==> src/button_debounce.sv <==
////////////////////////////////////////////////////////////
// button debounce
// passes a noisy level on once it has held still long enough
////////////////////////////////////////////////////////////
`timescale 1ns/1ps
`default_nettype none

module button_debounce #(
   parameter int DEBOUNCE_COUNT = 650000
) (
   input  wire  vclock,
   input  wire  reset,
   input  wire  noisy,
   output logic clean
);

   // counter wide enough to hold the full hold count
   localparam int COUNT_W = $clog2(DEBOUNCE_COUNT + 1);

   logic               sample;
   logic [COUNT_W-1:0] count;
   logic               settled;

   assign settled = (count == COUNT_W'(DEBOUNCE_COUNT));

   // any change of the input restarts the stable count
   always_ff @(posedge vclock) begin
      if (reset) begin
         sample <= noisy;
         clean  <= noisy;
         count  <= '0;
      end else if (noisy != sample) begin
         sample <= noisy;
         count  <= '0;
      end else if (settled) begin
         clean <= sample;
      end else begin
         count <= count + 1'b1;
      end
   end

   // output may only move one cycle after the hold count was reached
   a_clean_after_hold: assert property (@(posedge vclock) disable iff (reset)
      ($changed(clean) && !$past(reset)) |-> $past(settled));

endmodule

`default_nettype wire

==> config.mk <==
export PLATFORM = sky130hd
export DESIGN_NAME = button_debounce
export DESIGN_NICKNAME = d
export VERILOG_FILES = /design/src/button_debounce.sv
export SDC_FILE = /design/constraint.sdc
export NUM_CORES = 1
export LEC_CHECK = 0
export ABC_AREA = 1
export BUFFER_PORTS_ARGS = -buffer_cell sky130_fd_sc_hd__buf_2
export CORE_MARGIN = 2
export CORE_UTILIZATION = 35
export CTS_BUF_LIST = sky130_fd_sc_hd__clkbuf_8
export CTS_CLUSTER_SIZE = 10
export DETAILED_ROUTE_END_ITERATION = 8
export PLACE_DENSITY_LB_ADDON = 0.1
export SETUP_SLACK_MARGIN = 0.15
export SLEW_MARGIN = 10
export SYNTH_ARGS = -nofsm -noshare
export SYNTH_HDL_FRONTEND = slang
export SYNTH_SLANG_ARGS = --single-unit
==> constraint.sdc <==
create_clock -name vclock -period 1.75 [get_ports vclock]
set_input_delay 0.0875 -clock vclock [delete_from_list [all_inputs] [get_ports vclock]]
set_output_delay 0.0875 -clock vclock [all_outputs]
set_load 0.05 [all_outputs]
==> impl_metrics.toml <==
[routing]
finalWirelength_mm = 2.56
vias = 1042
drt_iter0_drc = 62
wl_per_cell_um = 11.8
firstDrtPassIters = 4
drc = 0
routed_via_density = 4.80
ant_nets = 0

[critical_path]
worstSetupPathType = "flip-flop to flip-flop"
crit_required_ns = 1.72
arrival_ns = 1.50
path_cells = "inv_1 -> ha_1 -> nand3_1 -> nor2_4 -> nand3_1 -> o21bai_1"
crit_path_max_fanout = 4
crit_path_top_delay_cell = "dfxtp_2"
startpoint_type = "flip-flop"
critPathMaxStageDelay_ns = 0.35
end_kind = "flip-flop"
crit_top_cell = "nand3_1"

[sta]
slew_violations = 0
tns_ns = 0
setup_violations = 0
hold_slack_ns = 0.0413
fmax_mhz = 655
period_needed_ns = 1.53
fin_skew_ns = 0.00510
tightestPinTransition_ns = 0.325
rsz0062_at_grt = "false"
slew_headroom_pct = 78.2
period_share_pct = 87.3
hold_viol = 0

[global_route]
grt_use_total_pct = 15.4
grt_antenna_before_repair = 0
grt_overflow_total = 0
grt_pass1_wl_mm = 4.27
grt_max_degree = 13
first_global_vias = 900

[power]
leakagePower_uw = 0.000399
powerDensity_nw_per_um2 = 690
vdd_ir_drop_max_mv = 0.403
p_total_uw = 904

[layout]
final_common_cell = "nand2_1"
mostFrequentLayoutCells = "41 x nand2_1, 22 x nor2_1, 18 x dfxtp_1"
final_nets = 179
diodes = 0
layout-drive-gt1-share_pct = 13.3
fillers = 339
areaGrowthSynthToFinish_pct = 12.0

[clock_network]
cts_tree = "done"
post_cts_buffers = 0
insertion_delay_ns = 0.26
cts_buffers = 3
cts_max_level = 1
path_clk_slew_ns = 0.08
ctsHoldBuffers = 0
ctsLongestPathBuffers = 2
root_buffer = "clkbuf_8"
clock-sinks = 22
cts-resized-gates = 0

[job]
maxCapViolCount = 0

[synth]
postSynthAreaPerCell_um2 = 7.05
yosys.cell_types.count = 25
synthCells = 166
ys_ff_latch = 22
syn-num-nets = 171
syn_area_um2 = 1170
yosysWarnings = 0
ys_seq_area_share_pct = 39.4

[floorplanning]
fp.dieH_um = 61.8
die_w_um = 61.8
dieArea_um2 = 3820
core_region_area_um2 = 3130
std_cell_rows = 20
ios = 4
initial_utilization_pct = 37.4

[placed_design]
io_buffers = 3
gp_congestion = 0.849
dp_hpwl_mm = 2.00

[outcome]
status = "complete, no violations"

[worst_hold_path]
worstHoldPathType = "primary input to flip-flop"
## synth_stat cells
library cell | number | area, um^2
a21oi_1 | 17 | 85.1
a31oi_1 | 1 | 6.26
and2_1 | 1 | 6.26
clkbuf_2 | 1 | 5.00
clkinv_1 | 1 | 3.75
dfxtp_1 | 20 | 400
edfxtp_1 | 2 | 60.1
ha_1 | 2 | 25.0
inv_1 | 15 | 56.3
inv_2 | 1 | 3.75
mux2_2 | 1 | 11.3
nand2_1 | 41 | 154
nand2_2 | 3 | 18.8
nand3_1 | 7 | 35.0
nand3_2 | 1 | 10.0
nand3b_1 | 7 | 52.6
nand4_1 | 4 | 25.0
nor2_1 | 23 | 86.3
nor2_2 | 3 | 18.8
nor2_4 | 1 | 11.3
nor3_2 | 1 | 10.0
nor3_4 | 1 | 16.3
o21ai_0 | 9 | 45.0
o21bai_1 | 2 | 15.0
xor2_1 | 1 | 8.76
## power by group
| group | switching, uW | internal (uW) |
|---|---|---|
| Sequential | 7.75 | 517 |
| Combinational | 43.0 | 21.2 |
| Clock | 158 | 156 |
## worst max-delay path: cells and delay by family (launching register included)
| family | cells | cell delay [ns] |
|---|---|---|
| AOI/OAI and AO/OA | 1 | 0.20 |
| DFF | 1 | 0.35 |
| adders and majority gates | 1 | 0.16 |
| buffers and inverters | 1 | 0.11 |
| and+or+nand+nor | 3 | 0.40 |
## layer usage
layer  share of wire (%)  global-route usage, %  vias to the layer above
met3                 2.9                   4.35                        2
met4                0.59                   3.65                        0
met2                  45                   23.2                       12
met1                  51                   22.0                      466
met5                   0                      0                        -
li1                    -                      -                      562
## through the flow
stage	util [%]	std cells	setup WS, ns	area, um^2
final	41.9	217	0.223	1310
after global routing	41.9	217	0.140	1310
after CTS	41.2	217	0.193	1290
after detailed placement	39.7	213	0.206	1240
after global placement	39.7	213	0.298	1240
after floorplan	-	166	0.372	1170
## final timing paths
path | slack, ns | startpoint | endpoint | depth (start not counted)
min reg2reg | 0.48 | count[19] | count[19] | 2
max reg2reg | 0.22 | count[0] | clean | 6
min | 0.04 | noisy | sample | 1
max | 0.22 | count[0] | clean | 6
## flip-flops by register name (all words and copies together) (netlist names)
register,count
clean,1
count,20
sample,1
## cells by family after synthesis
group / after synthesis / synth area share (%)
buffers and inverters: 18 / 5.88
AOI/OAI and AO/OA: 29 / 12.9
xor gates and xnor gates: 1 / 0.749
muxes: 1 / 0.962
and+or+nand+nor: 93 / 38.0
DFF: 22 / 39.4
adders and majority gates: 2 / 2.14
## layout make-up
class                   count  area, um^2  area share, %
clock inverters             1        3.75          0.287
flip-flops and latches     22         463           35.3
inverters                  17        63.8           4.87
clock buffers               3        41.3           3.15
repair buffers              4        22.5           1.72
multi-input cells         126         661           50.4
well taps                  44        55.1           4.20
(Power assumes the default switching activity.)
