==> src/video_timing_pkg.sv <==
////////////////////////////////////////////////////////////
// xvga timing definitions
// 1024x768 at 60 Hz, counter types and the sync bundle
////////////////////////////////////////////////////////////
`default_nettype none

package video_timing_pkg;

   // counter widths cover the full line and frame totals
   typedef logic [10:0] h_count_t;
   typedef logic [9:0]  v_count_t;

   typedef struct packed {
      h_count_t hcount;
      v_count_t vcount;
   } video_pos_t;

   // hsync and vsync are active low, blank is active high
   typedef struct packed {
      logic hsync;
      logic vsync;
      logic blank;
   } video_sync_t;

   // horizontal, in pixels
   localparam h_count_t H_ACTIVE     = 11'd1024;
   localparam h_count_t H_SYNC_START = 11'd1048;
   localparam h_count_t H_SYNC_END   = 11'd1184;
   localparam h_count_t H_TOTAL      = 11'd1344;

   // vertical, in lines
   localparam v_count_t V_ACTIVE     = 10'd768;
   localparam v_count_t V_SYNC_START = 10'd777;
   localparam v_count_t V_SYNC_END   = 10'd783;
   localparam v_count_t V_TOTAL      = 10'd806;

   // state of the sync lines at position 0,0 and during reset
   localparam video_sync_t SYNC_IDLE = '{hsync: 1'b1, vsync: 1'b1, blank: 1'b0};

endpackage

`default_nettype wire
==> src/xvga_timing.sv <==
////////////////////////////////////////////////////////////
// xvga timing generator
// pixel position counters with registered sync and blank
////////////////////////////////////////////////////////////
`timescale 1ns/1ps
`default_nettype none

module xvga_timing (
   input  wire                           vclock,
   input  wire                           reset,
   output video_timing_pkg::video_pos_t  pos,
   output video_timing_pkg::video_sync_t sync
);
   import video_timing_pkg::*;

   video_pos_t pos_next;
   logic       line_end;
   logic       frame_end;
   logic       hsync_zone;
   logic       vsync_zone;
   logic       blank_zone;

   ////////////////////////////////////////////////////////////
   // next position
   ////////////////////////////////////////////////////////////

   always_comb begin
      line_end  = (pos.hcount == H_TOTAL - 1'b1);
      frame_end = line_end && (pos.vcount == V_TOTAL - 1'b1);

      // horizontal wraps every line
      if (line_end) begin
         pos_next.hcount = '0;
      end else begin
         pos_next.hcount = pos.hcount + 1'b1;
      end

      // vertical steps only at the end of a line
      if (frame_end) begin
         pos_next.vcount = '0;
      end else if (line_end) begin
         pos_next.vcount = pos.vcount + 1'b1;
      end else begin
         pos_next.vcount = pos.vcount;
      end
   end

   ////////////////////////////////////////////////////////////
   // sync and blank
   ////////////////////////////////////////////////////////////

   // compares run on the next position so the registered
   // sync belongs to the same cycle as pos
   assign hsync_zone = (pos_next.hcount >= H_SYNC_START) &&
                       (pos_next.hcount < H_SYNC_END);
   assign vsync_zone = (pos_next.vcount >= V_SYNC_START) &&
                       (pos_next.vcount < V_SYNC_END);
   assign blank_zone = (pos_next.hcount >= H_ACTIVE) ||
                       (pos_next.vcount >= V_ACTIVE);

   always_ff @(posedge vclock) begin
      if (reset) begin
         pos  <= '0;
         sync <= SYNC_IDLE;
      end else begin
         pos        <= pos_next;
         sync.hsync <= !hsync_zone;
         sync.vsync <= !vsync_zone;
         sync.blank <= blank_zone;
      end
   end

   // the line counter wraps before it can reach the line total
   a_hcount_range: assert property (@(posedge vclock) disable iff (reset)
      pos.hcount < H_TOTAL);

endmodule

`default_nettype wire

==> config.mk <==
export PLATFORM = sky130hd
export DESIGN_NAME = xvga_timing
export DESIGN_NICKNAME = d
export VERILOG_FILES = /design/src/video_timing_pkg.sv /design/src/xvga_timing.sv
export SDC_FILE = /design/constraint.sdc
export NUM_CORES = 1
export LEC_CHECK = 0
export ABC_AREA = 0
export BUFFER_PORTS_ARGS = -buffer_cell sky130_fd_sc_hd__buf_2
export CORE_MARGIN = 3
export CORE_UTILIZATION = 46
export DETAILED_ROUTE_END_ITERATION = 8
export GPL_TIMING_DRIVEN = 0
export PLACE_DENSITY = 0.68
export SETUP_SLACK_MARGIN = 0.2
export SKIP_LAST_GASP = 1
export SYNTH_ARGS = -nofsm -noshare
export SYNTH_HDL_FRONTEND = slang
export SYNTH_SLANG_ARGS = --single-unit
==> constraint.sdc <==
create_clock -name vclock -period 2.6 [get_ports vclock]
set_input_delay 0.13 -clock vclock [delete_from_list [all_inputs] [get_ports vclock]]
set_output_delay 0.13 -clock vclock [all_outputs]
set_load 0.01 [all_outputs]
==> metrics.md <==
| Metric | Value |
|---|---|
| CTS root buf | `clkbuf_4` |
| Startpoint types | `register` |
| Worst slew margin | `0.675` |
| Total grt overflow | `0` |
| CP Data Required Time | `2.81 ns` |
| DR iter-0 viols | `81` |
| Clock sink count | `24` |
| EDFF count, synth | `0` |
| Via-to-Cell Ratio | `5.73` |
| DR vias | `1479` |
| RR Startpoint | `pos[10]` |
| Final Power | `0.000616 W` |
| Worst EP arrival | `2.52 ns` |
| Status | `complete, no violations` |
| Setup TNS | `0 ns` |
| # setup viols final | `0` |
| ANT nets after route | `0` |
| Primary FF master, synth | `dfxtp_1` |
| Die ar. | `0.00391 mm²` |
| Total track usage | `0.177` |
| Die Width | `62.5 µm` |
| Avg Cell Area, Syn | `7.99 µm²` |
| Seq/Total Area, Yosys | `0.327` |
| R2R cell count | `8` |
| YS warnings | `0` |
| CTS Buf Count | `3` |
| Share of layout cells above drive strength 1 | `0.227` |
| Worst-path clk slew | `0.14 ns` |
| Max clock buf depth | `2` |
| P_leak | `0.683 nW` |
| I/O Buffers | `25` |
| Die height | `62.5 µm` |
| Hold Path Class | `primary input to register` |
| Hold buffer count at cts | `0` |
| Commonest non-fill, non-tap cell in the layout | `buf_2` |
| F_max | `433 MHz` |
| DRT Pass-1 Iters | `4` |
| Cell variety after synth | `49` |
| CP Max Fanout | `7` |
| Mapped Nets | `190` |
| Max-slew violations | `0` |
| Power density cells | `354 mW/mm²` |
| Worst vdd ir | `0.000207 V` |
| Wire per inst | `13.7 µm` |
| WS Path Type | `register to register` |
| First-pass GRT wire length | `5730 µm` |
| RSZ-0062 raised after global routing | `no` |
| R2r setup slk | `0.29 ns` |
| Post-detailed-route DRC marker count | `0` |
| Maxcap violations | `0` |
| Final Hold Vio Count | `0` |
| Most frequent cells in the layout | `27 x buf_2, 21 x dfxtp_1, 18 x nor2_1` |
| Vias in the first global route | `1279` |
| Number of cell rows | `19` |
| Final HPWL DP | `2470 µm` |
| Period utilisation layout | `0.889` |
| Starting Density | `0.507` |
| Measured slew at the worst slew-check pin | `0.488 ns` |
| Layout area overhead | `18.5%` |
| Core box area | `0.00290 mm²` |
| Initial antenna violation count | `0` |
| Post-Syn Area | `0.00147 mm²` |
| # IOs | `26` |
| Min Clock Period, post-route | `2.31 ns` |
| # diodes | `0` |
| Worst Clk Skew | `0.00467 ns` |
| Ys async rst share | `0` |
| Number of H-tree levels | `1` |
| Critical Path Sink | `sync[1]` |
| CP startpoint | `pos[10]` |
| Hold WS | `0.0629 ns` |
| Clock latency on the worst-skew pair | `0.32 ns` |
| Critical path endpoint category | `register` |
| Cells after Synth | `184` |
| Terminus of the critical flop-to-flop path | `sync[1]` |
| Total wire length | `3520 µm` |
| CTS tree | `built` |
| Final #Nets | `223` |
| FF+latch count, synth | `24` |
| Pin count of the biggest net entering global routing | `14` |
| Placer Congestion | `0.822` |
[per-stage QoR]
| step | cells | instance area [µm²] | utilization | setup slack, ns |
|---|---|---|---|---|
| detailed placement | 251 | 1650 | 0.568 | 0.111 |
| floorplan | 184 | 1470 | - | 0.255 |
| global placement | 251 | 1650 | 0.568 | 0.110 |
| global route | 258 | 1740 | 0.601 | 0.198 |
| finish | 258 | 1740 | 0.601 | 0.288 |
| CTS | 255 | 1690 | 0.584 | 0.225 |
[routing by layer]
metal,vias to the layer above,GRT usage,part of all wire
li1,741,-,-
met3,6,0.0414,0.064
met1,676,0.239,0.48
met4,0,0.0551,0.014
met5,-,0,0
met2,56,0.278,0.44
[registers in the layout (all words and copies together) (netlist names)]
| signal | cells |
|---|---|
| sync | 3 |
| pos | 21 |
[cell usage after synthesis (4+ instances only)]
cell | n | area (µm²)
clkbuf_1 | 9 | 33.8
nand3_1 | 10 | 50.1
ha_1 | 4 | 50.1
xor2_1 | 4 | 35.0
nor3_1 | 8 | 40.0
dfxtp_1 | 24 | 480
xnor2_1 | 7 | 61.3
a21oi_1 | 10 | 50.1
inv_1 | 5 | 18.8
nand2_1 | 13 | 48.8
o21ai_0 | 10 | 50.1
nand4_1 | 7 | 43.8
nor2_1 | 18 | 67.6
[layout make-up]
class / count / area, µm²
well taps: 42 / 52.6
inverters: 5 / 18.8
plain buffers: 13 / 60.1
clock buffers: 4 / 36.3
flip-flops and latches: 24 / 489
multi-input cells: 142 / 937
repair buffers: 28 / 148
fillers: 293 / 1160
[how the worst min path moves through the flow]
stage,slack (ns),cells after the start,start,to
floorplan,0.20,1,reset,pos[3]
global placement,0.42,2,reset,pos[3]
detailed placement,0.43,2,reset,pos[3]
CTS,0.07,2,reset,pos[11]
global route,0.07,2,reset,pos[11]
finish,0.06,2,reset,pos[11]
[critical path, stage by stage, from the launching register on]
cell and delay, ns:
dfxtp_4 0.37, ha_1 0.13, buf_4 0.15, inv_2 0.07, or4_1 0.50, buf_2 0.17
or4b_1 0.54, a21oi_1 0.17, nand4_1 0.10
[timing repair]
| item | in CTS | in global routing |
|---|---|---|
| setup buffers | 0 | 3 |
| setup endpoints to repair | 2 | 4 |
| resized for setup | 5 | 7 |
| gates cloned | 0 | 0 |
[where the power goes]
part	internal (W)	leakage (nW)	switching, W
combinational	0.0000158	0.466	0.0000226
sequential	0.000372	0.196	0.00000274
clock	0.0000856	0.0210	0.000117
total	0.000473	0.683	0.000143
[logic make-up after synthesis]
| group | count (synthesis) | share of synthesized area |
|---|---|---|
| flip-flops | 24 | 0.327 |
| AND/OR/NAND/NOR | 81 | 0.308 |
| adder cells (fa/ha/maj) | 4 | 0.0340 |
| buffers and inverters | 18 | 0.0511 |
| AO/OA/AOI/OAI | 46 | 0.214 |
| XOR/XNOR | 11 | 0.0655 |
Note: power is estimated with default switching activity, not from simulation.
